**src/hdl/mandel_cfg.svh**
```systemverilog
`ifndef MANDEL_CFG_SVH
`define MANDEL_CFG_SVH

//////////////////////////////////////////////////
// Frame geometry
//////////////////////////////////////////////////

// Frame size in pixels
`define FRAME_W 16
`define FRAME_H 12

// Wide enough for FRAME_W * FRAME_H - 1
`define PIX_IDX_W ($clog2(`FRAME_W * `FRAME_H))

//////////////////////////////////////////////////
// Fixed point and iteration
//////////////////////////////////////////////////

// Signed 4.23
`define FIX_W    27
`define FIX_FRAC 23

// Escape-time limit and a count wide enough to hold it
`define ITER_MAX 1000
`define ITER_W   ($clog2(`ITER_MAX + 1))

// 4.0 bound on |z|^2
`define ESC_MAG_SQ (4 << `FIX_FRAC)
// 2.0 bound on each component of z
`define ESC_COMP   (2 << `FIX_FRAC)

`endif
```
**src/hdl/mandel_pkg.sv**
```systemverilog
`default_nettype none

`include "mandel_cfg.svh"

package mandel_pkg;

	//////////////////////////////////////////////////
	// Data types
	//////////////////////////////////////////////////

	// Signed 4.23 value
	typedef logic signed [`FIX_W-1:0] fix_t;

	// View of one frame by top-left corner and pixel pitch
	typedef struct packed {
		fix_t x_start;
		fix_t y_start;
		fix_t step;
	} view_t;

	// One point to iterate
	typedef struct packed {
		logic [`PIX_IDX_W-1:0] idx;
		fix_t                  c_re;
		fix_t                  c_im;
	} pixel_job_t;

	// Iteration count for one point
	typedef struct packed {
		logic [`PIX_IDX_W-1:0] idx;
		logic [`ITER_W-1:0]    count;
	} pixel_result_t;

	// R[7:5] G[4:2] B[1:0]
	typedef logic [7:0] rgb332_t;

	// Iterator FSM
	typedef enum logic [1:0] {ITER_IDLE, ITER_CALC, ITER_DONE} iter_state_e;

	// Writer FSM
	typedef enum logic {WR_IDLE, WR_WRITE} write_state_e;

	//////////////////////////////////////////////////
	// 4.23 multiply
	//////////////////////////////////////////////////

	// Sign bit plus the 26 bits around the binary point of the full product
	function automatic fix_t fix_mult(input fix_t a, input fix_t b);
		logic signed [2*`FIX_W-1:0] full;
		full = a * b;
		return {full[2*`FIX_W-1], full[`FIX_W+`FIX_FRAC-2:`FIX_FRAC]};
	endfunction

endpackage

`default_nettype wire

```
**src/hdl/pixel_scan.sv**
```systemverilog
`default_nettype none

`include "mandel_cfg.svh"

module pixel_scan (
	input  wire logic                   clk,
	input  wire logic                   reset,
	input  wire logic                   start,
	input  wire mandel_pkg::view_t      view,
	output mandel_pkg::pixel_job_t      job,
	output logic                        job_valid,
	input  wire logic                   job_ready
);

	localparam int COL_W = $clog2(`FRAME_W);
	localparam int ROW_W = $clog2(`FRAME_H);

	// Frame in progress
	logic active;

	// Position in the frame
	logic [COL_W-1:0]      col;
	logic [ROW_W-1:0]      row;
	logic [`PIX_IDX_W-1:0] idx;

	// Coordinate of the current pixel
	mandel_pkg::fix_t cur_re;
	mandel_pkg::fix_t cur_im;

	// View values needed after capture
	mandel_pkg::fix_t x_start_q;
	mandel_pkg::fix_t step_q;

	logic fire;
	logic row_end;
	logic last_pix;

	assign fire     = job_valid && job_ready;
	assign row_end  = (col == COL_W'(`FRAME_W - 1));
	assign last_pix = row_end && (row == ROW_W'(`FRAME_H - 1));

	//////////////////////////////////////////////////
	// Frame control and counters
	//////////////////////////////////////////////////

	always_ff @(posedge clk) begin
		if (reset) begin
			active <= 1'b0;
			col    <= '0;
			row    <= '0;
			idx    <= '0;
		end else if (start && !active) begin
			// New frame only from idle
			active <= 1'b1;
			col    <= '0;
			row    <= '0;
			idx    <= '0;
		end else if (fire) begin
			idx <= idx + 1'b1;
			if (last_pix) begin
				active <= 1'b0;
			end
			if (row_end) begin
				col <= '0;
				row <= row + 1'b1;
			end else begin
				col <= col + 1'b1;
			end
		end
	end

	//////////////////////////////////////////////////
	// Coordinate stepping
	//////////////////////////////////////////////////

	always_ff @(posedge clk) begin
		if (start && !active) begin
			x_start_q <= view.x_start;
			step_q    <= view.step;
			cur_re    <= view.x_start;
			cur_im    <= view.y_start;
		end else if (fire) begin
			if (row_end) begin
				// Back to left edge and one row down
				cur_re <= x_start_q;
				cur_im <= cur_im - step_q;
			end else begin
				cur_re <= cur_re + step_q;
			end
		end
	end

	// Job stays put until taken
	assign job_valid = active;

	always_comb begin
		job.idx  = idx;
		job.c_re = cur_re;
		job.c_im = cur_im;
	end

	// Index stays inside the frame
	assert property (@(posedge clk) disable iff (reset)
		job_valid |-> (job.idx <= (`FRAME_W * `FRAME_H - 1)));

endmodule

`default_nettype wire

```
**config.mk**
```make
export PLATFORM = sky130hd
export DESIGN_NAME = pixel_scan
export DESIGN_NICKNAME = d
export VERILOG_FILES = /design/src/hdl/mandel_pkg.sv /design/src/hdl/pixel_scan.sv
export VERILOG_INCLUDE_DIRS = /design/src /design/src/hdl
export SDC_FILE = /design/constraint.sdc
export NUM_CORES = 1
export LEC_CHECK = 0
export ABC_AREA = 1
export ABC_CLOCK_PERIOD_IN_PS = 5150
export BUFFER_PORTS_ARGS = -buffer_cell sky130_fd_sc_hd__buf_2
export CORE_ASPECT_RATIO = 1.4
export CORE_MARGIN = 2
export CORE_UTILIZATION = 40
export CTS_BUF_LIST = sky130_fd_sc_hd__clkbuf_2
export DETAILED_ROUTE_END_ITERATION = 10
export GPL_TIMING_DRIVEN = 0
export PLACE_DENSITY = 0.6
export SYNTH_ARGS = -nofsm -noshare
export SYNTH_HDL_FRONTEND = slang
export SYNTH_SLANG_ARGS = --single-unit
```
**constraint.sdc**
```tcl
create_clock -name clk -period 5.15 [get_ports clk]
set_clock_uncertainty 0.15 [all_clocks]
set_input_delay 0.515 -clock clk [delete_from_list [all_inputs] [get_ports clk]]
set_output_delay 0.515 -clock clk [all_outputs]
set_load 0.05 [all_outputs]
```
==> results of run 1 <==
[critical path: stages, from the launching register on]
cell and delay (ns):
edfxtp_1 0.42, ha_1 0.26, inv_1 0.08, fa_1 0.38, inv_1 0.12, nand3_1 0.09, nand2_2 0.14, nand2_1 0.08
nand2_2 0.11, inv_1 0.05, nor2_1 0.13, nor2_1 0.05, nand2_1 0.05, nand3_1 0.08, nand2_1 0.09, nand2_1 0.05
[cell type report]
cell class | count | area, um2
timing repair buffer | 231 | 1590
fill | 2208 | 10700
clock inverter | 14 | 175
sequential | 125 | 3580
inverter | 188 | 707
buffer | 17 | 78.8
multi-input combinational | 871 | 4430
tap | 297 | 372
antenna | 1 | 2.50
clock buffer | 18 | 90.1
[routing by layer]
metal,vias up,track usage,share of wire
met4,0,0.0961,0.031
met1,3816,0.277,0.39
met2,187,0.469,0.54
met3,59,0.0348,0.032
met5,-,0,0
li1,4359,-,-
[sequential cells by signal (all words and copies together), names as in the netlist]
| signal | cells |
|---|---|
| idx | 8 |
| col | 4 |
| row | 4 |
| x_start_q | 27 |
| cur_im | 27 |
| job_valid | 1 |
| cur_re | 27 |
| step_q | 27 |
[synth_stat cells (all sizes together)]
master / n / area share
o211ai: 1 / 0.0014
buf: 5 / 0.0034
and3: 1 / 0.00071
ha: 55 / 0.078
o21ai: 51 / 0.030
o21a: 1 / 0.00085
nand3b: 4 / 0.0038
nor3: 9 / 0.0063
a21oi: 57 / 0.034
nor2: 129 / 0.061
nand2: 425 / 0.19
a21o: 2 / 0.0017
clkinv: 2 / 0.00099
xor2: 19 / 0.019
fa: 2 / 0.0046
dfxtp: 17 / 0.039
edfxtp: 108 / 0.37
nand4: 18 / 0.014
or2: 4 / 0.0028
o21bai: 5 / 0.0043
and2: 4 / 0.0028
a31oi: 1 / 0.00071
xnor2: 5 / 0.0050
nand3: 78 / 0.048
clkbuf: 12 / 0.0051
inv: 186 / 0.079
[worst min-delay path by stage]
stage	from	to	slack [ns]	cells past startpoint
floorplan	col[1]	col[1]	0.31	2
global placement	col[1]	col[1]	0.33	2
detailed placement	col[1]	col[1]	0.33	2
CTS	start	row[1]	0.17	6
global route	view[8]	step_q[8]	0.22	2
finish	start	row[1]	0.23	6
[kinds of logic after synthesis]
| logic type | Yosys count | synth area share |
|---|---|---|
| adder cells (fa/ha/maj) | 57 | 0.0828 |
| AND/OR/NAND/NOR | 672 | 0.324 |
| buffers and inverters | 205 | 0.0889 |
| AO/OA/AOI/OAI | 118 | 0.0725 |
| XOR/XNOR | 24 | 0.0239 |
| flip-flops | 125 | 0.407 |
[power breakdown]
group	total (mW)	internal, mW	switching (mW)
registers	1.32	1.25	0.0745
logic	1.59	0.504	1.08
clock network	0.714	0.312	0.402
total	3.62	2.06	1.56
==> impl_metrics.csv, run 1 <==
group,metric,value,unit
outcome,status,"complete, no violations",
grt,grt_usage,0.249,
power,leakage,5.48,nW
sta,slew-limit-headroom,0.402,
critical_path,crit_path_start,"step_q[0]",
routing,drc,0,
yosys,syn_avg_cell_area,7.32,um2
critical_path,r2r_slack,2.60,ns
clocking,htreeDepth,4,
critical_path,critical_path_class,"register to register",
power,powerDensity,328,mW/mm2
clocking,clock_sinks,125,
yosys,synth-seq-cells,125,
critical_path,rr_endpoint,"cur_re[14]",
yosys,syn_area,0.00880,mm2
place,placedInstanceArea,0.00991,mm2
critical_path,endpoint_kind,"register",
routing,drtIter0Drc,447,
die,die_h,179,um
layout,layout_common_cells,"412 x nand2_1, 179 x inv_1, 150 x buf_2, 111 x nor2_1, 108 x edfxtp_1",
die,dieArea,0.0232,mm2
yosys,syn_inst,1201,
sta,drv_slew,0,
clocking,ctsResizeCount,0,
layout,drive_gt1_frac,0.163,
routing,wl_per_cell,16.1,um
sta,finalSetupTns,0,ns
clocking,post_cts_buffers,0,
power,ir_drop,280,uV
yosys,synth_seq_area_share,0.407,
routing,num_vias,8421,
layout,final_util,0.509,
clocking,clock_path_buffers,2,
critical_path,rr_worst_depth,15,
grt,grt_max_degree,64,
layout,final_cells,1762,
layout,final_area,0.0110,mm2
clocking,cts.clk_slew.worst_paths,0.23,ns
sta,min_period,2.55,ns
sta,hold_ws,0.234,ns
critical_path,crit_path_start_kind,"register",
die,rows,64,
grt,overflow,0,
min_path,min_path_type,"primary input to register",
clocking,clk_latency,0.78,ns
layout,nets,1593,
sta,fmax,0.392,GHz
die,dieWidth,129,um
critical_path,cp_max_fo,4,
grt,grt_pass1_vias,8399,
die,start_util,0.405,
yosys,syn-num-nets,1343,
yosys,ys_warn_count,0,
layout,layout_commonest_cell,"nand2_1",
die,ios,148,
critical_path,cp.arrival,2.95,ns
clocking,numCtsBuffers,17,
place,gp_congestion,0.928,
die,core_area,0.0217,mm2
clocking,root_buffer,"clkbuf_2",
yosys,synth_cell_types,42,
sta,layout_worst_path_cycle_share,0.496,
sta,tightest_slew,0.898,ns
clocking,tritoncts,"done",
routing,viasPerCell,4.78,
place,dpl.cell_count,1645,
sta,hold_viol,0,
routing,drt_wl_total,28400,um
sta,setup_ws,2.60,ns
routing,drtPass1Iterations,7,
routing,antenna_left,0,
sta,setup_violations,0,
place,dp_hpwl,22200,um
critical_path,cp-endpoint,"cur_re[14]",
sta,rsz0062_at_grt,"false",
power,power.total,3.62,mW
critical_path,crit_required,5.55,ns
flow_run,max-cap-violations,0,
grt,grt_pass1_wl,43500,um
place,io_buffers,147,
layout,syn_to_final_growth,25.5,%
critical_path,r2r_start,"step_q[0]",
clocking,ctsHoldBuffers,83,
place,pre_cts_ws,2.15,ns
grt,antenna_found_initial,1,
Power figures use the tool's default switching activity.
==> inputs of run 2 (changes only) <==
--- a/config.mk
+++ b/config.mk
@@ -6,8 +6,8 @@
 export SDC_FILE = /design/constraint.sdc
 export NUM_CORES = 1
 export LEC_CHECK = 0
-export ABC_AREA = 1
-export ABC_CLOCK_PERIOD_IN_PS = 5150
+export ABC_AREA = 0
+export ABC_CLOCK_PERIOD_IN_PS = 2420
 export BUFFER_PORTS_ARGS = -buffer_cell sky130_fd_sc_hd__buf_2
 export CORE_ASPECT_RATIO = 1.4
 export CORE_MARGIN = 2
@@ -15,7 +15,7 @@
 export CTS_BUF_LIST = sky130_fd_sc_hd__clkbuf_2
 export DETAILED_ROUTE_END_ITERATION = 10
 export GPL_TIMING_DRIVEN = 0
-export PLACE_DENSITY = 0.6
+export PLACE_DENSITY = 0.61
 export SYNTH_ARGS = -nofsm -noshare
 export SYNTH_HDL_FRONTEND = slang
 export SYNTH_SLANG_ARGS = --single-unit
==> constraint.sdc (replaced) <==
create_clock -name clk -period 2.42 [get_ports clk]
set_clock_uncertainty 0.15 [all_clocks]
set_input_delay 0.242 -clock clk [delete_from_list [all_inputs] [get_ports clk]]
set_output_delay 0.242 -clock clk [all_outputs]
set_load 0.05 [all_outputs]
==> impl_metrics.csv, run 2 <==
group,metric,value,unit
clocking,tritoncts,"done",
min_path,hold_end,"step_q[13]",
clocking,numCtsBuffers,17,
yosys,synth_area_leaders,"edfxtp_1 43%, ha_1 9.0%, a21oi_1 5.1%, dfxtp_1 4.5%, o21ai_0 3.4%",
routing,drt_wl_total,24100,um
sta,min_period,2.99,ns
sta,rsz0062_at_grt,"true",
place,io_buffers,147,
die,start_util,0.408,
sta,tightest_slew,0.909,ns
die,ios,148,
routing,drtIter0Drc,407,
layout,final_util,0.593,
critical_path,rr_endpoint,"cur_im[26]",
yosys,synthAdderAreaFrac,0.0955,
critical_path,r2r_start,"cur_im[0]",
die,dieWidth,121,um
clocking,clk_latency,0.73,ns
layout,nets,1207,
sta,slew-limit-headroom,0.394,
grt,grt_pass1_vias,7122,
min_path,hold_depth,2,
sta,drv_slew,0,
sta,finalSetupTns,-8.57,ns
layout,syn_to_final_growth,45.3,%
critical_path,r2r_slack,-0.57,ns
critical_path,slowest_stage,"edfxtp_1",
yosys,synth_edf_count,108,
routing,antenna_left,0,
critical_path,crit_path_start_kind,"register",
yosys,synthArstFlopShare,0,
power,ir_drop,345,uV
routing,wl_per_cell,18.2,um
flow_run,max-cap-violations,0,
clocking,clock_sinks,125,
power,powerDensity,723,mW/mm2
sta,layout_worst_path_cycle_share,1.24,
clocking,clock_path_buffers,2,
critical_path,crit_path_start,"cur_im[0]",
min_path,min_path_type,"primary input to register",
layout,drive_gt1_frac,0.332,
yosys,ys_warn_count,0,
place,placedInstanceArea,0.00905,mm2
yosys,synth-seq-cells,125,
critical_path,slowest_delay,0.43,ns
grt,grt_pass1_wl,36800,um
place,pre_cts_ws,-0.813,ns
yosys,yosys.area_share.xor_xnor,0.0632,
critical_path,rr_worst_depth,12,
place,dp_hpwl,16600,um
grt,grt_usage,0.236,
layout,final_area,0.0111,mm2
critical_path,cp_max_fo,2,
clocking,cts.clk_slew.worst_paths,0.24,ns
sta,fmax,0.334,GHz
yosys,synth.largest_area_cell,"edfxtp_1",
yosys,synth_cell_types,67,
yosys,synth_compound_area_frac,0.203,
yosys,syn_area,0.00762,mm2
yosys,synthFlopType,"edfxtp_1",
routing,num_vias,7040,
clocking,htreeDepth,4,
yosys,syn-num-nets,903,
outcome,violations,"setup timing",
grt,overflow,0,
critical_path,critical_path_class,"register to register",
min_path,hp-start,"view[13]",
routing,drtPass1Iterations,5,
yosys,muxShareOfSynthArea,0.00131,
sta,setup_ws,-0.571,ns
clocking,root_buffer,"clkbuf_2",
yosys,synth.most_common_cell,"edfxtp_1",
critical_path,crit_required,2.76,ns
yosys,synth_top_area_share,0.425,
grt,grt_max_degree,64,
routing,drc,0,
sta,hold_viol,0,
place,gp_congestion,0.907,
yosys,synth-simple-area-share,0.128,
yosys,synth_common_cells,"108 x edfxtp_1, 78 x a21oi_1, 68 x nand2_1, 60 x nor2_1, 55 x ha_1",
die,core_area,0.0187,mm2
yosys,syn_inst,761,
yosys,synth_top_family_by_area,"compound AO/OA/AOI/OAI gates",
layout,layout_commonest_cell,"buf_2",
layout,layout_common_cells,"151 x buf_2, 108 x edfxtp_1, 95 x dlygate4sd3_1, 63 x nand2_1, 63 x a21oi_1",
die,rows,59,
grt,antenna_found_initial,1,
outcome,status,"complete, but fails checks",
critical_path,cp.arrival,3.33,ns
critical_path,path_cells,"inv_1 > ha_2 > inv_2 > fa_2 > a211oi_4 > o211ai_1 > a21oi_2 > o32ai_4 > a221oi_4 > o21ai_2 > xnor2_1 > o21ai_1",
critical_path,endpoint_kind,"register",
yosys,synth_seq_area_share,0.470,
routing,viasPerCell,5.32,
die,dieArea,0.0202,mm2
power,leakage,4.57,nW
die,die_h,167,um
yosys,syn_avg_cell_area,10.0,um2
sta,setup_violations,38,
==> run 2: changes by cell type after synthesis, sizes merged, moves of 23 or more <==
| cell | change |
|---|---|
| xnor2 | +24 |
| nand2 | -357 |
| a21oi | +23 |
| a21o | +32 |
| nor2 | -69 |
| inv | -150 |
| nand3 | -60 |
==> run 2: where the power goes <==
group,switching (mW),internal (mW)
Sequential,0.169,2.65
Clock,0.957,0.523
Combinational,2.15,1.56
==> run 2: layer usage <==
metal | GRT usage | vias up | part of all wire
met5 | 0 | - | 0
met4 | 0.0763 | 0 | 0.023
met3 | 0.0419 | 46 | 0.037
met2 | 0.434 | 204 | 0.53
met1 | 0.275 | 3363 | 0.41
li1 | - | 3427 | -
==> run 2: cell families after synthesis <==
logic type	after synthesis
AND/OR/NAND/NOR	210
AO/OA/AOI/OAI	246
flip-flops	125
XOR/XNOR	55
buffers and inverters	67
adder cells (fa/ha/maj)	57
multiplexers	1
==> run 2: cell type report <==
cell class | instances | area (um2)
multi-input cells | 569 | 4520
inverters | 37 | 140
clock buffers | 17 | 85.1
fillers | 1636 | 7600
clock inverters | 15 | 176
plain buffers | 30 | 190
flip-flops and latches | 125 | 3580
diodes | 1 | 2.50
well taps | 244 | 305
repair buffers | 285 | 2080
==> run 2: metrics by stage <==
step | power (mW) | cells | hold slack (ns)
4_1_cts | 7.73 | 1303 | 0.00527
3_3_place_gp | 5.86 | 1152 | 0.260
5_1_grt | 8.43 | 1323 | 0.0144
3_5_place_dp | 5.88 | 1153 | 0.267
2_1_floorplan | 5.16 | 761 | 0.157
6_report | 8.01 | 1323 | 0.0763
==> run 2: worst max-delay path by stage <==
| stage | to | slack [ns] | depth (start not counted) |
|---|---|---|---|
| 6_report | cur_im[26] | -0.57 | 12 |
| 5_1_grt | cur_im[26] | -0.65 | 12 |
| 4_1_cts | cur_im[26] | -0.59 | 12 |
| 3_5_place_dp | cur_re[6] | -0.81 | 5 |
| 3_3_place_gp | cur_im[4] | -0.83 | 5 |
| 2_1_floorplan | cur_im[26] | -0.56 | 12 |
==> run 2: critical path, delay by kind of cell, from the launching register on <==
kind                       cells  cell delay, ns
adders and majority gates      2            0.55
DFF                            1            0.43
buffers and inverters          2            0.11
AOI/OAI and AO/OA              7            1.36
xor gates and xnor gates       1            0.15
==> run 2: what timing repair did <==
item | in CTS | in global routing
endpoints found under the hold margin | 119 | 3
setup buffers | 26 | 19
pin swaps | 26 | 53
hold buffers | 92 | 3
gates resized for setup | 61 | 51
endpoints found under the setup margin | 156 | 43
==> inputs of run 3 (changes only) <==
--- a/config.mk
+++ b/config.mk
@@ -7,7 +7,7 @@
 export NUM_CORES = 1
 export LEC_CHECK = 0
 export ABC_AREA = 0
-export ABC_CLOCK_PERIOD_IN_PS = 2420
+export ABC_CLOCK_PERIOD_IN_PS = 3330
 export BUFFER_PORTS_ARGS = -buffer_cell sky130_fd_sc_hd__buf_2
 export CORE_ASPECT_RATIO = 1.4
 export CORE_MARGIN = 2
@@ -15,7 +15,9 @@
 export CTS_BUF_LIST = sky130_fd_sc_hd__clkbuf_2
 export DETAILED_ROUTE_END_ITERATION = 10
 export GPL_TIMING_DRIVEN = 0
+export MAX_ROUTING_LAYER = met4
 export PLACE_DENSITY = 0.61
+export RECOVER_POWER = 100
 export SYNTH_ARGS = -nofsm -noshare
 export SYNTH_HDL_FRONTEND = slang
 export SYNTH_SLANG_ARGS = --single-unit
==> constraint.sdc (replaced) <==
create_clock -name clk -period 3.33 [get_ports clk]
set_clock_uncertainty 0.15 [all_clocks]
set_input_delay 0.333 -clock clk [delete_from_list [all_inputs] [get_ports clk]]
set_output_delay 0.333 -clock clk [all_outputs]
set_load 0.05 [all_outputs]
==> impl_metrics.csv, run 3 (synthesis gave the netlist of run 2 again) <==
group,metric,value,unit
layout,drive_gt1_frac,0.115,
routing,drt_wl_total,22100,um
grt,grt_pass1_wl,34100,um
power,powerDensity,532,mW/mm2
die,core_area,0.0187,mm2
place,placedInstanceArea,0.00873,mm2
layout,final_util,0.519,
place,dp_hpwl,16400,um
clocking,root_buffer,"clkbuf_2",
grt,antenna_found_initial,2,
clocking,numCtsBuffers,17,
power,p_sw,2.06,mW
power,p_int,3.10,mW
die,rows,59,
grt,grt_usage,0.226,
clocking,tritoncts,"done",
critical_path,critical_path_class,"register to register",
power,leakage,3.88,nW
critical_path,path_cells,"ha_1 > inv_1 > fa_1 > nor2b_1 > o31a_1 > o21ai_1 > o31ai_1 > a41o_1 > a21oi_1 > mux2i_1 > o21ai_1",
die,die_h,167,um
critical_path,crit_required,3.66,ns
sta,rsz0062_at_grt,"false",
routing,wl_per_cell,17.3,um
routing,antenna_left,0,
critical_path,cp_max_fo,4,
power,pwr-share-seq,0.395,
clocking,htreeDepth,4,
sta,fmax,0.314,GHz
critical_path,endpoint_kind,"register",
sta,drv_slew,0,
layout,syn_to_final_growth,27.2,%
sta,min_period,3.18,ns
clocking,cts.clk_slew.worst_paths,0.21,ns
sta,hold_viol,0,
layout,layout_commonest_cell,"clkbuf_1",
critical_path,slowest_stage,"o31ai_1",
place,io_buffers,147,
power,combPwrFrac,0.403,
routing,drtPass1Iterations,5,
sta,slew-limit-headroom,0.444,
grt,overflow,0,
die,dieArea,0.0202,mm2
layout,nets,1156,
power,ir_drop,198,uV
sta,layout_worst_path_cycle_share,0.956,
die,ios,148,
grt,grt_max_degree,34,
critical_path,cp.arrival,3.51,ns
layout,num-fill-cells,1814,
critical_path,crit_family,"compound AO/OA/AOI/OAI gates",
min_path,min_path_type,"primary input to register",
routing,drc,0,
routing,viasPerCell,5.30,
clocking,clock_sinks,125,
critical_path,crit_path_start_kind,"register",
power,p_sw_frac,0.400,
outcome,status,"complete, no violations",
routing,drtIter0Drc,327,
die,dieWidth,121,um
clocking,clock_path_buffers,2,
die,start_util,0.408,
power,clkPwrFrac,0.203,
place,gp_congestion,0.927,
sta,tightest_slew,0.834,ns
flow_run,max-cap-violations,0,
critical_path,worst-path-buf-inv,1,
routing,num_vias,6741,
layout,final_area,0.00970,mm2
critical_path,crit_top_cell,"o21ai_1",
layout,layout_common_cells,"110 x clkbuf_1, 108 x edfxtp_1, 84 x dlygate4sd3_1, 78 x a21oi_1, 67 x nand2_1",
sta,setup_violations,0,
grt,grt_pass1_vias,6678,
layout,final_cells,1273,
place,dpl.cell_count,1154,
clocking,clk_latency,0.70,ns
critical_path,slowest_delay,0.55,ns
## run 3: power by group through the flow
stage	registers (mW)	clock network, mW	logic, mW
after detailed placement	2.07	0	2.03
after global routing	2.05	1.14	2.28
final	2.04	1.05	2.08
after floorplan	2.41	0	1.19
after CTS	2.03	1.07	2.12
after global placement	2.07	0	2.02
## run 3: cell type report
cell class | instances | area [um2] | area share
Antenna cell | 2 | 5.00 | 0.000516
Buffer | 30 | 145 | 0.0150
Clock buffer | 17 | 85.1 | 0.00877
Clock inverter | 15 | 170 | 0.0175
Inverter | 37 | 139 | 0.0143
Multi-Input combinational cell | 569 | 3760 | 0.388
Sequential cell | 125 | 3580 | 0.370
Tap cell | 244 | 305 | 0.0315
Timing Repair Buffer | 234 | 1500 | 0.155
## run 3: metal layers
layer | up-vias | GRT usage | part of all wire
met2 | 185 | 0.386 | 0.50
met3 | 49 | 0.0375 | 0.039
met1 | 3187 | 0.263 | 0.43
met4 | 0 | 0.0895 | 0.030
met5 | - | - | 0
li1 | 3320 | - | -
## run 3: final timing paths
check / cells past startpoint / start / to / slack (ns)
hold reg to reg: 2 / col[1] / col[1] / 0.34
setup reg to reg: 11 / cur_re[0] / cur_re[24] / 0.15
hold / removal: 2 / view[25] / step_q[25] / 0.18
setup / recovery: 11 / cur_re[0] / cur_re[24] / 0.15
## run 3: what timing repair did
| item | 4_1_cts | 5_1_grt |
|---|---|---|
| endpoints found under the setup margin | 29 | 6 |
| pin swaps | 0 | 2 |
| setup buffers | 0 | 1 |
| hold endpoints to repair | 116 | 0 |
| hold buffers | 84 | 0 |
| gates resized for setup | 3 | 1 |
## run 3: per-stage QoR
step | power, mW | setup TNS, ns | setup slack [ns] | hold slack, ns
2_1_floorplan | 3.60 | 0 | 0.202 | 0.255
3_5_place_dp | 4.10 | -11.38 | -0.423 | 0.320
6_report | 5.16 | 0 | 0.147 | 0.176
3_3_place_gp | 4.09 | -34.38 | -0.754 | 0.311
4_1_cts | 5.23 | 0 | 0.0295 | 0.0891
5_1_grt | 5.47 | 0 | 0.00820 | 0.0640
