### src/hdl/mandel_cfg.svh
`ifndef MANDEL_CFG_SVH
`define MANDEL_CFG_SVH

//////////////////////////////////////////////////
// Frame geometry
//////////////////////////////////////////////////

// Frame size in pixels
`define FRAME_W 16
`define FRAME_H 12

// Wide enough for FRAME_W * FRAME_H - 1
`define PIX_IDX_W ($clog2(`FRAME_W * `FRAME_H))

//////////////////////////////////////////////////
// Fixed point and iteration
//////////////////////////////////////////////////

// Signed 4.23
`define FIX_W    27
`define FIX_FRAC 23

// Escape-time limit and a count wide enough to hold it
`define ITER_MAX 1000
`define ITER_W   ($clog2(`ITER_MAX + 1))

// 4.0 bound on |z|^2
`define ESC_MAG_SQ (4 << `FIX_FRAC)
// 2.0 bound on each component of z
`define ESC_COMP   (2 << `FIX_FRAC)

`endif
### src/hdl/mandel_pkg.sv
`default_nettype none

`include "mandel_cfg.svh"

package mandel_pkg;

	//////////////////////////////////////////////////
	// Data types
	//////////////////////////////////////////////////

	// Signed 4.23 value
	typedef logic signed [`FIX_W-1:0] fix_t;

	// View of one frame by top-left corner and pixel pitch
	typedef struct packed {
		fix_t x_start;
		fix_t y_start;
		fix_t step;
	} view_t;

	// One point to iterate
	typedef struct packed {
		logic [`PIX_IDX_W-1:0] idx;
		fix_t                  c_re;
		fix_t                  c_im;
	} pixel_job_t;

	// Iteration count for one point
	typedef struct packed {
		logic [`PIX_IDX_W-1:0] idx;
		logic [`ITER_W-1:0]    count;
	} pixel_result_t;

	// R[7:5] G[4:2] B[1:0]
	typedef logic [7:0] rgb332_t;

	// Iterator FSM
	typedef enum logic [1:0] {ITER_IDLE, ITER_CALC, ITER_DONE} iter_state_e;

	// Writer FSM
	typedef enum logic {WR_IDLE, WR_WRITE} write_state_e;

	//////////////////////////////////////////////////
	// 4.23 multiply
	//////////////////////////////////////////////////

	// Sign bit plus the 26 bits around the binary point of the full product
	function automatic fix_t fix_mult(input fix_t a, input fix_t b);
		logic signed [2*`FIX_W-1:0] full;
		full = a * b;
		return {full[2*`FIX_W-1], full[`FIX_W+`FIX_FRAC-2:`FIX_FRAC]};
	endfunction

endpackage

`default_nettype wire

### src/hdl/pixel_writer.sv
`default_nettype none

`include "mandel_cfg.svh"

module pixel_writer (
	input  wire logic                        clk,
	input  wire logic                        reset,
	input  wire mandel_pkg::pixel_result_t   result,
	input  wire logic                        res_valid,
	output logic                             res_ready,
	output logic                             wb_cyc,
	output logic                             wb_stb,
	output logic                             wb_we,
	output logic [`PIX_IDX_W-1:0]            wb_adr,
	output mandel_pkg::rgb332_t              wb_dat,
	input  wire logic                        wb_ack,
	output logic                             done
);

	mandel_pkg::write_state_e state;

	//////////////////////////////////////////////////
	// Palette
	//////////////////////////////////////////////////

	// Bins by powers of two below ITER_MAX with half and quarter sharing a colour
	function automatic mandel_pkg::rgb332_t colour_of(input logic [`ITER_W-1:0] n);
		if (n >= `ITER_MAX) begin
			// Interior
			return 8'h00;
		end else if (n >= (`ITER_MAX >> 2)) begin
			return 8'h64;
		end else if (n >= (`ITER_MAX >> 3)) begin
			return 8'hA9;
		end else if (n >= (`ITER_MAX >> 4)) begin
			return 8'h65;
		end else if (n >= (`ITER_MAX >> 5)) begin
			return 8'h25;
		end else if (n >= (`ITER_MAX >> 6)) begin
			return 8'h6A;
		end else begin
			// Fast escape
			return 8'h52;
		end
	endfunction

	//////////////////////////////////////////////////
	// Wishbone write FSM
	//////////////////////////////////////////////////

	always_ff @(posedge clk) begin
		if (reset) begin
			state <= mandel_pkg::WR_IDLE;
			done  <= 1'b0;
		end else begin
			case (state)
				mandel_pkg::WR_IDLE: begin
					if (res_valid) begin
						state <= mandel_pkg::WR_WRITE;
						// First pixel of a new frame
						if (result.idx == '0) begin
							done <= 1'b0;
						end
					end
				end
				mandel_pkg::WR_WRITE: begin
					if (wb_ack) begin
						// Cycle drops for at least one clock
						state <= mandel_pkg::WR_IDLE;
						if (wb_adr == `PIX_IDX_W'(`FRAME_W * `FRAME_H - 1)) begin
							done <= 1'b1;
						end
					end
				end
				default: begin
					state <= mandel_pkg::WR_IDLE;
				end
			endcase
		end
	end

	// Address and colour latched on accept and held through the cycle
	always_ff @(posedge clk) begin
		if (state == mandel_pkg::WR_IDLE && res_valid) begin
			wb_adr <= result.idx;
			wb_dat <= colour_of(result.count);
		end
	end

	assign res_ready = (state == mandel_pkg::WR_IDLE);

	// Write-only master
	assign wb_stb = (state == mandel_pkg::WR_WRITE);
	assign wb_cyc = wb_stb;
	assign wb_we  = wb_stb;

	// Slave sees a steady request while it stalls
	assert property (@(posedge clk) disable iff (reset)
		(wb_stb && !wb_ack) |=> ($stable(wb_adr) && $stable(wb_dat)));

endmodule

`default_nettype wire

### config.mk
export PLATFORM = sky130hd
export DESIGN_NAME = pixel_writer
export DESIGN_NICKNAME = d
export VERILOG_FILES = /design/src/hdl/mandel_pkg.sv /design/src/hdl/pixel_writer.sv
export VERILOG_INCLUDE_DIRS = /design/src /design/src/hdl
export SDC_FILE = /design/constraint.sdc
export NUM_CORES = 1
export LEC_CHECK = 0
export BUFFER_PORTS_ARGS = -buffer_cell sky130_fd_sc_hd__buf_2
export CORE_MARGIN = 4
export CORE_UTILIZATION = 25
export CTS_CLUSTER_DIAMETER = 80
export DETAILED_ROUTE_END_ITERATION = 10
export GPL_TIMING_DRIVEN = 1
export SYNTH_ARGS = -nofsm -noshare
export SYNTH_HDL_FRONTEND = slang
export SYNTH_SLANG_ARGS = --single-unit
export TNS_END_PERCENT = 30
### constraint.sdc
create_clock -name clk -period 4.9 [get_ports clk]
set_clock_uncertainty 0.1 [all_clocks]
set_input_delay 0.245 -clock clk [delete_from_list [all_inputs] [get_ports clk]]
set_output_delay 0.245 -clock clk [all_outputs]
set_load 0.03 [all_outputs]
==> results of run 1 <==
## routing by layer
layer,part of all wire (%),track usage [%],vias to the layer above
li1,-,-,311
met1,39,8.667,303
met2,48,15.91,34
met3,12,3.908,2
met4,0.70,4.852,0
met5,0,0,-
## sequential cells by signal (all words and copies together) (netlist names)
name and cells:
wb_dat 8, done 1, wb_cyc 1, wb_adr 8
## how the worst min path moves through the flow
stage / start / endpoint / slack, ns / cells past startpoint
after floorplan: reset / done / 0.22 / 1
after global placement: reset / wb_cyc / 0.33 / 2
after detailed placement: reset / done / 0.32 / 2
after CTS: reset / done / 0.01 / 2
after global routing: reset / wb_cyc / 0.01 / 2
final: reset / done / 0.03 / 2
## stage by stage
stage	instance area, um2	cells
2_1_floorplan	768.2	58
3_3_place_gp	1010	130
3_5_place_dp	1010	130
4_1_cts	1036	134
5_1_grt	1036	134
6_report	1036	134
## where the power goes
part	internal (W)	leakage [nW]	switching [W]
combinational	0.0000179	0.237	0.0000388
sequential	0.000177	0.168	0.00000358
clock	0.0000295	0.0154	0.0000411
total	0.000225	0.420	0.0000834
## layout make-up
type,instances,area (um2),share of cell area [%]
clock buffer,3,22.52,2.174
clock inverter,1,3.754,0.3623
inverter,2,7.507,0.7246
multi-input combinational,36,225.2,21.74
sequential,18,520.5,50.24
tap,31,38.79,3.744
timing repair buffer,43,217.7,21.01
## critical path, stage by stage
cell	delay, ns
buf_2	0.12
or4_4	0.57
a211oi_4	0.28
nor2b_1	0.10
o21ba_1	0.17
## cells by family after synthesis
family	Yosys count	share of synthesized area (%)
AND/OR/NAND/NOR	27	19.87
flip-flops	18	67.75
buffers and inverters	4	2.931
AO/OA/AOI/OAI	9	9.445
## cell usage in the layout (no fill, tap or decap), types with 3 or more instances in the layout
cell type / n
nor3_1: 5
nor2_1: 8
clkbuf_4: 3
edfxtp_1: 16
buf_2: 42
==> impl_table.tex, run 1 <==
\begin{tabular}{lr}
\hline
Metric & Value \\
\hline
\multicolumn{2}{l}{\textbf{GRT}} \\
Number of global-route vias before repair & 672 \\
Largest net degree at the start of global routing & 19 \\
Overall track demand over capacity in global routing & 8.979\% \\
First-pass GRT wire length & 2.808 mm \\
Total grt overflow & 0 \\
Antenna violations before repair & 0 \\
\multicolumn{2}{l}{\textbf{Finish}} \\
Nets@finish & 126 \\
Area added between synthesis and finish & 34.85\% \\
Layout cell share with drive strength beyond 1 & 48.54\% \\
Util after Layout & 36.32\% \\
Antenna cells & 0 \\
Filler cell count in the final layout & 290 \\
\multicolumn{2}{l}{\textbf{Timing}} \\
Final critical-path required period & 1.526 ns \\
Aggregate negative setup slack & 0 ns \\
Max Clock Freq & 0.6552 GHz \\
Setup repair after global routing missed its margin & false \\
Post-route worst setup slack & 3.374 ns \\
Post-route worst hold slack & 0.02510 ns \\
Share of the clock period used by the worst path after layout & 31.15\% \\
Total setup violations reported at the end of the flow & 0 \\
Measured slew at the worst slew-check pin & 0.3312 ns \\
Number of failing hold endpoints at the final stage & 0 \\
Max-Slew Margin vs Limit & 77.73\% \\
Final slew viol count & 0 \\
\multicolumn{2}{l}{\textbf{Detailed routing}} \\
Detailed Route Iter0 Violations & 30 \\
Via Count & 650 \\
Drc violations & 0 \\
Post-detailed-routing wire length & 1.723 mm \\
Average wire per standard cell & 12.86 um \\
Final antenna-violating net count & 0 \\
Number of iterations in the first detailed-routing pass & 4 \\
Routed vias/inst & 4.851 \\
\multicolumn{2}{l}{\textbf{Pwr}} \\
Total design power & 0.0003080 W \\
Total power per unit cell area & 297.3 nW/um2 \\
Largest voltage drop on the vdd net & 0.00007806 V \\
Leakage dissipation & 0.4199 nW \\
\multicolumn{2}{l}{\textbf{Floorplanning}} \\
Die width & 63.44 um \\
Initial Utilization & 26.93\% \\
Number of core rows & 19 \\
Die Y-Extent & 63.44 um \\
Core outline area & 2853 um2 \\
Total I/O pin count & 43 \\
Area of the die & 4024 um2 \\
\multicolumn{2}{l}{\textbf{Critical path}} \\
Endpoint class of the critical path & register \\
Cell depth of the worst flop-to-flop path & 5 \\
FF-to-FF setup slack & 3.61 ns \\
Kind of start point of the critical path & input pin \\
WS Path Type & in2reg \\
Crit Reg-Reg Endpoint & done \\
R2r startpoint & wb\_cyc \\
Arr. time, crit path & 1.47 ns \\
Endpoint of the worst setup timing path & wb\_dat[2] \\
Largest driver fanout on the critical path & 4 \\
WP data required & 4.85 ns \\
Launching instance or port of the critical path & result[7] \\
\multicolumn{2}{l}{\textbf{Synthesis}} \\
Top-area cell type share of the netlist area & 62.54\% \\
Cell types with the highest counts after synthesis & edfxtp\_1 (16), nor2\_1 (8), nor3\_1 (5) \\
Warning count from the yosys run & 0 \\
Register bit count reported by yosys & 18 \\
Synthesized area & 768.2 um2 \\
Number of enable-type register cells in the synthesized netlist & 16 \\
Distinct cells, synth & 22 \\
Post-synth net total & 80 \\
Most area-consuming cells after synthesis & edfxtp\_1 (63\%), dfxtp\_1 (5.2\%), nor2\_1 (3.9\%) \\
Main synth FF type & edfxtp\_1 \\
Post-synth ARST share & 0\% \\
Share of synthesized area occupied by flip-flops and latches & 67.75\% \\
Library cell with the largest summed area after synthesis & edfxtp\_1 \\
Most frequently used cell type in the post-synthesis netlist & edfxtp\_1 \\
Gate Count Post-Synth & 58 \\
Average instance area after synthesis & 13.25 um2 \\
\multicolumn{2}{l}{\textbf{CTS}} \\
Clock buffer depth & 2 \\
Gates resized, CTS repair & 0 \\
Total clock buffers created by CTS & 3 \\
Clock root buffer & clkbuf\_4 \\
CTS clock-pin slew for the worst setup and hold paths & 0.09 ns \\
CTS tree & built \\
Clock Sinks & 18 \\
Insertion delay to the later sink of the worst-skew pair & 0.28 ns \\
Postcts setup bufs & 0 \\
CTS Hold Bufs & 0 \\
CTS H-tree lvls & 1 \\
\multicolumn{2}{l}{\textbf{Placed design}} \\
HPWL after DPL & 1.430 mm \\
Count of buffers inserted at the top-level ports & 42 \\
Worst slack at placement & 3.064 ns \\
Final Wtd Congestion & 0.7214 \\
\multicolumn{2}{l}{\textbf{Job}} \\
Count of max-cap constraint violations & 0 \\
\multicolumn{2}{l}{\textbf{Run status}} \\
Result of the run & finished, final reports clean \\
\multicolumn{2}{l}{\textbf{Worst hold path}} \\
Min-Delay Path Class & in2reg \\
\hline
\end{tabular}
Power figures use the tool's default switching activity.
==> inputs of run 2 (changes only) <==
Clock period 4.9 ns to 1.35 ns, I/O delays scaled along.
==> run 2 against run 1 <==
  * Non-clock buffer count up 17
  * Global-route usage increased by 0.75 points
  * Final area increased by 16%
  * Sequential power rose to 3.6 times the previous value
  * Final cell count increased by 13%
  * Combinational power grew to 4.3 times the previous value
  * Core utilization rose by 5.8 points
  * Total power grew to 3.7 times the previous value
  * Flip-flop and latch count stayed put
  * Wire length grew 6.0%
  * Die area unchanged
  * Largest power group unchanged
  * Highest routed layer unchanged
==> impl_table.tex, run 2 (synthesis results as in run 1) <==
\begin{tabular}{lr}
\hline
Metric & Value \\
\hline
\multicolumn{2}{l}{\textbf{Finish}} \\
Most common cell after layout, fill and taps aside & buf\_2 \\
Layout cell share with drive strength beyond 1 & 49.17\% \\
Area added between synthesis and finish & 56.51\% \\
Non-Filler Cell Area, Final & 1202 um2 \\
Top Registers & wb\_adr (8), wb\_dat (8) \\
Leading cell types in the layout, fill and taps excluded & buf\_2 (42), edfxtp\_1 (16), dlygate4sd3\_1 (10), nor2\_1 (8), buf\_4 (8) \\
Antenna cells & 0 \\
Nets@finish & 143 \\
\multicolumn{2}{l}{\textbf{Timing}} \\
Setup repair after global routing missed its margin & false \\
Final critical-path required period & 1.255 ns \\
Final slew viol count & 0 \\
Share of the clock period used by the worst path after layout & 92.98\% \\
Total setup violations reported at the end of the flow & 0 \\
Number of failing hold endpoints at the final stage & 0 \\
Max-Slew Margin vs Limit & 79.18\% \\
Aggregate negative setup slack & 0 ns \\
Max Clock Freq & 0.7967 GHz \\
Post-route worst hold slack & 0.09346 ns \\
Measured slew at the worst slew-check pin & 0.3098 ns \\
\multicolumn{2}{l}{\textbf{Detailed routing}} \\
Via Count & 688 \\
Number of iterations in the first detailed-routing pass & 4 \\
Average wire per standard cell & 12.10 um \\
Sum of met3 wire segment lengths after detailed routing & 186 um \\
Met2 routed WL & 886 um \\
Final antenna-violating net count & 0 \\
Post-detailed-routing wire length & 1.827 mm \\
Detailed Route Iter0 Violations & 10 \\
Routed length on met1 & 740 um \\
Drc violations & 0 \\
Uppermost layer routed & met4 \\
Routed vias/inst & 4.556 \\
\multicolumn{2}{l}{\textbf{CTS}} \\
CTS tree & built \\
Clock Sinks & 18 \\
Clock buffer depth & 2 \\
CTS H-tree lvls & 1 \\
Clock root buffer & clkbuf\_4 \\
Total clock buffers created by CTS & 3 \\
CTS clock-pin slew for the worst setup and hold paths & 0.09 ns \\
Insertion delay to the later sink of the worst-skew pair & 0.28 ns \\
Postcts setup bufs & 0 \\
\multicolumn{2}{l}{\textbf{Run status}} \\
Result of the run & finished, final reports clean \\
\multicolumn{2}{l}{\textbf{Critical path}} \\
Worst Path Buf+Inv & 1 \\
Largest driver fanout on the critical path & 3 \\
Launching instance or port of the critical path & result[7] \\
CP max stage cell & or4\_4 \\
Endpoint class of the critical path & register \\
WP data required & 1.29 ns \\
Critical Path Stages & 5 \\
Cell depth of the worst flop-to-flop path & 2 \\
Crit Reg-Reg Endpoint & wb\_adr[1] \\
Endpoint of the worst setup timing path & wb\_dat[2] \\
FF-to-FF setup slack & 0.19 ns \\
Kind of start point of the critical path & input pin \\
Biggest cell delay along the critical path & 0.57 ns \\
Arr. time, crit path & 1.20 ns \\
WS Path Type & in2reg \\
R2r startpoint & wb\_cyc \\
Ordered cell list for the critical path & buf\_2, or4\_4, a211oi\_4, nor2b\_1, o21ba\_1 \\
Worst path top cell family by delay & simple AND/OR/NAND/NOR gates \\
\multicolumn{2}{l}{\textbf{Pwr}} \\
Leakage dissipation & 0.5026 nW \\
Largest voltage drop on the vdd net & 0.0003060 V \\
Total power per unit cell area & 957.7 nW/um2 \\
Total design power & 0.001152 W \\
\multicolumn{2}{l}{\textbf{GRT}} \\
Number of global-route vias before repair & 716 \\
Overall track demand over capacity in global routing & 9.727\% \\
First-pass GRT wire length & 3.042 mm \\
Largest net degree at the start of global routing & 12 \\
Antenna violations before repair & 0 \\
Total grt overflow & 0 \\
\multicolumn{2}{l}{\textbf{Floorplanning}} \\
Die width & 63.44 um \\
Total I/O pin count & 43 \\
Area of the die & 4024 um2 \\
Core outline area & 2853 um2 \\
Initial Utilization & 26.93\% \\
Die Y-Extent & 63.44 um \\
Number of core rows & 19 \\
\multicolumn{2}{l}{\textbf{Worst hold path}} \\
Min-Delay Path Class & in2reg \\
\multicolumn{2}{l}{\textbf{Job}} \\
Count of max-cap constraint violations & 0 \\
\multicolumn{2}{l}{\textbf{Placed design}} \\
HPWL after DPL & 1.466 mm \\
Total cell area at the placement stage & 1070 um2 \\
Count of buffers inserted at the top-level ports & 42 \\
Final Wtd Congestion & 0.8042 \\
\hline
\end{tabular}
## run 2: cell types whose count changed in the layout (fill, tap and decap cells not counted)
cell / change
nor2b_4: +1
nor4_1: -1
nor2b_1: -1
dlygate4sd3_1: +10
nor4_2: +1
buf_4: +7
## run 2: cell type report
| type | count | area (um2) |
|---|---|---|
| sequential | 18 | 520.5 |
| tap | 31 | 38.79 |
| timing repair buffer | 60 | 370.4 |
| fill | 284 | 1650 |
| clock buffer | 3 | 22.52 |
| multi-input combinational | 36 | 239.0 |
| clock inverter | 1 | 3.754 |
| inverter | 2 | 7.507 |
## run 2: worst min-delay path, stage by stage
cell	delay (ns)
buf_2	0.07
nor2b_4	0.17
a21oi_1	0.06
nor2_1	0.07
## run 2: per-layer routing
| layer | vias to the layer above | GRT usage [%] |
|---|---|---|
| li1 | 345 | - |
| met5 | - | 0 |
| met1 | 307 | 10.22 |
| met2 | 34 | 17.34 |
| met3 | 2 | 3.020 |
| met4 | 0 | 4.852 |
## run 2: worst min-delay path by stage
| stage | from | endpoint | slack, ns | cells past startpoint |
|---|---|---|---|---|
| after CTS | result[4] | wb_dat[5] | 0.09 | 3 |
| final | res_valid | wb_cyc | 0.09 | 4 |
| after detailed placement | reset | wb_cyc | 0.14 | 2 |
| after floorplan | reset | done | 0.04 | 1 |
| after global routing | result[4] | wb_dat[5] | 0.11 | 3 |
| after global placement | reset | wb_cyc | 0.15 | 2 |
## run 2: report_power, final
group | leakage (nW) | internal, W | switching, W | total, W
Combinational | 0.319 | 0.0000968 | 0.000148 | 0.000245
Sequential | 0.168 | 0.000643 | 0.0000140 | 0.000657
Clock | 0.0154 | 0.000107 | 0.000143 | 0.000250
## run 2: repair_timing
item	CTS	global route
hold endpoints to repair	10	0
hold buffers	10	0
setup endpoints to repair	0	1
gates resized for setup	0	1
## run 2: metrics by stage
stage          utilization (%)  setup WS [ns]  cells
6_report                 42.15        0.09481    151
5_1_grt                  42.15       0.003360    151
4_1_cts                  41.93        0.04643    151
3_5_place_dp             37.50        -0.2056    137
3_3_place_gp             37.50        -0.1869    137
2_1_floorplan                -       -0.06596     58
==> inputs of run 3 (changes only) <==
Settings changed: CORE_UTILIZATION 25 to 30.
==> run 3 against run 2 <==
  * Combinational power hardly changed
  * Via count is 2.2% lower
  * Final cell count is 2.6% lower
  * Register-to-register slack better by 0.04 ns
  * Die area is 15% lower
  * Fmax is 2.2% lower
  * Core utilization is 6.1 points higher
  * Global-route usage is 0.66 points higher
  * Hold slack worse by 0.046 ns
  * Setup slack worse by 0.028 ns
  * Sequential share of layout area is 0.64 points higher
  * Critical path depth stayed put
==> impl_table.tex, run 3 (synthesis results as in run 1) <==
\begin{tabular}{lr}
\hline
Metric & Value \\
\hline
\multicolumn{2}{l}{\textbf{Run status}} \\
Result of the run & finished, final reports clean \\
\multicolumn{2}{l}{\textbf{Worst hold path}} \\
Min-Delay Path Class & in2reg \\
\multicolumn{2}{l}{\textbf{CTS}} \\
Total clock buffers created by CTS & 3 \\
Clock root buffer & clkbuf\_4 \\
CTS tree & built \\
CTS H-tree lvls & 1 \\
Insertion delay to the later sink of the worst-skew pair & 0.28 ns \\
Postcts setup bufs & 0 \\
Clock Sinks & 18 \\
Clock buffer depth & 2 \\
CTS clock-pin slew for the worst setup and hold paths & 0.10 ns \\
\multicolumn{2}{l}{\textbf{Floorplanning}} \\
Die Y-Extent & 58.61 um \\
Initial Utilization & 31.29\% \\
Core outline area & 2455 um2 \\
Die width & 58.61 um \\
Area of the die & 3435 um2 \\
Total I/O pin count & 43 \\
Number of core rows & 18 \\
\multicolumn{2}{l}{\textbf{Critical path}} \\
Worst path top cell family by delay & simple AND/OR/NAND/NOR gates \\
Arr. time, crit path & 1.24 ns \\
Largest driver fanout on the critical path & 4 \\
Worst Path Buf+Inv & 1 \\
WP data required & 1.30 ns \\
WS Path Type & in2reg \\
Biggest cell delay along the critical path & 0.57 ns \\
CP max stage cell & or4\_4 \\
Ordered cell list for the critical path & buf\_2, or4\_4, a211oi\_4, nor2b\_1, o21ba\_1 \\
Kind of start point of the critical path & input pin \\
Endpoint class of the critical path & register \\
\multicolumn{2}{l}{\textbf{Placed design}} \\
HPWL after DPL & 1.351 mm \\
Final Wtd Congestion & 0.7492 \\
Total cell area at the placement stage & 1059 um2 \\
Count of buffers inserted at the top-level ports & 42 \\
\multicolumn{2}{l}{\textbf{Timing}} \\
Share of the clock period used by the worst path after layout & 95.07\% \\
Final slew viol count & 0 \\
Total setup violations reported at the end of the flow & 0 \\
Max Clock Freq & 0.7792 GHz \\
Max-Slew Margin vs Limit & 80.08\% \\
Number of failing hold endpoints at the final stage & 0 \\
Measured slew at the worst slew-check pin & 0.2964 ns \\
Final critical-path required period & 1.283 ns \\
Setup repair after global routing missed its margin & false \\
\multicolumn{2}{l}{\textbf{Pwr}} \\
Relative contribution of the clock network to total power & 22.2\% \\
Combinational share of power & 21.1\% \\
Cell-internal power & 0.0008471 W \\
Largest voltage drop on the vdd net & 0.0004282 V \\
Fraction of power spent switching nets & 26.75\% \\
Total design power & 0.001157 W \\
Net load switching power & 0.0003094 W \\
Leakage dissipation & 0.4911 nW \\
Sequential power share & 56.8\% \\
Total power per unit cell area & 976.0 nW/um2 \\
\multicolumn{2}{l}{\textbf{Finish}} \\
Most common cell after layout, fill and taps aside & buf\_2 \\
Top Registers & wb\_adr (8), wb\_dat (8) \\
Filler cell count in the final layout & 224 \\
Layout cell share with drive strength beyond 1 & 47.01\% \\
Non-Filler Cell Area, Final & 1185 um2 \\
Antenna cells & 0 \\
Area taken by multi-input logic gates & 232.7 um2 \\
Nets@finish & 140 \\
Area taken by flip-flops and latches & 520.5 um2 \\
Leading cell types in the layout, fill and taps excluded & buf\_2 (42), edfxtp\_1 (16), dlygate4sd3\_1 (10), nor2\_1 (8), nor3\_1 (5) \\
Util after Layout & 48.27\% \\
Area added between synthesis and finish & 54.23\% \\
\multicolumn{2}{l}{\textbf{Detailed routing}} \\
Average wire per standard cell & 11.78 um \\
Detailed Route Iter0 Violations & 8 \\
Routed vias/inst & 4.578 \\
Number of iterations in the first detailed-routing pass & 2 \\
Via Count & 673 \\
Sum of met3 wire segment lengths after detailed routing & 217 um \\
Met2 routed WL & 846 um \\
Routed length on met1 & 654 um \\
Final antenna-violating net count & 0 \\
Uppermost layer routed & met4 \\
Post-detailed-routing wire length & 1.731 mm \\
Drc violations & 0 \\
\multicolumn{2}{l}{\textbf{GRT}} \\
Largest net degree at the start of global routing & 17 \\
Number of global-route vias before repair & 685 \\
Total grt overflow & 0 \\
Antenna violations before repair & 0 \\
Overall track demand over capacity in global routing & 10.39\% \\
First-pass GRT wire length & 2.766 mm \\
\multicolumn{2}{l}{\textbf{Job}} \\
Count of max-cap constraint violations & 0 \\
\hline
\end{tabular}
-- run 3: power by group through the flow --
stage | Sequential (W) | Combinational (W) | Clock, W
after CTS | 0.000657 | 0.000245 | 0.000268
after global placement | 0.000669 | 0.000221 | 0
after global routing | 0.000661 | 0.000261 | 0.000302
final | 0.000656 | 0.000244 | 0.000256
after floorplan | 0.000732 | 0.0000609 | 0
after detailed placement | 0.000670 | 0.000223 | 0
-- run 3: layout make-up --
type	count	share of cell area [%]
inverters	2	0.6336
well taps	30	3.168
multi-input cells	36	19.64
flip-flops and latches	18	43.93
repair buffers	57	30.41
clock inverters	1	0.3168
clock buffers	3	1.901
-- run 3: timing repair --
| action | in CTS | in global routing |
|---|---|---|
| endpoints found under the setup margin | 0 | 0 |
| hold buffers | 10 | 0 |
| hold endpoints to repair | 10 | 0 |
| resized for setup | 0 | 0 |
-- run 3: routing by layer --
metal	vias up	global-route usage [%]
met3	2	2.193
li1	340	-
met5	-	0
met2	35	19.94
met4	0	3.883
met1	296	10.96
-- run 3: worst reg2reg max path, cell delays in order (launching register included) --
cell	delay, ns
dfxtp_1	0.39
nor2b_4	0.18
buf_12	0.16
-- run 3: through the flow --
stage          cells  worst slack, ns  hold slack (ns)  setup TNS [ns]
6_report         147          0.06661          0.04738               0
5_1_grt          147          0.01945          0.05219               0
4_1_cts          147          0.06834          0.03946               0
3_5_place_dp     133          -0.2476           0.1488         -0.9785
3_3_place_gp     133          -0.2059           0.1426         -0.8953
2_1_floorplan     58         -0.06596          0.03988        -0.07251
-- run 3: final timing paths --
| check | startpoint | end | slack, ns | depth (start not counted) |
|---|---|---|---|---|
| worst max-delay path | result[7] | wb_dat[2] | 0.07 | 5 |
| worst min-delay path | result[4] | wb_dat[4] | 0.05 | 2 |
| worst max register to register | wb_cyc | wb_adr[0] | 0.23 | 2 |
| worst min register to register | done | done | 0.40 | 2 |
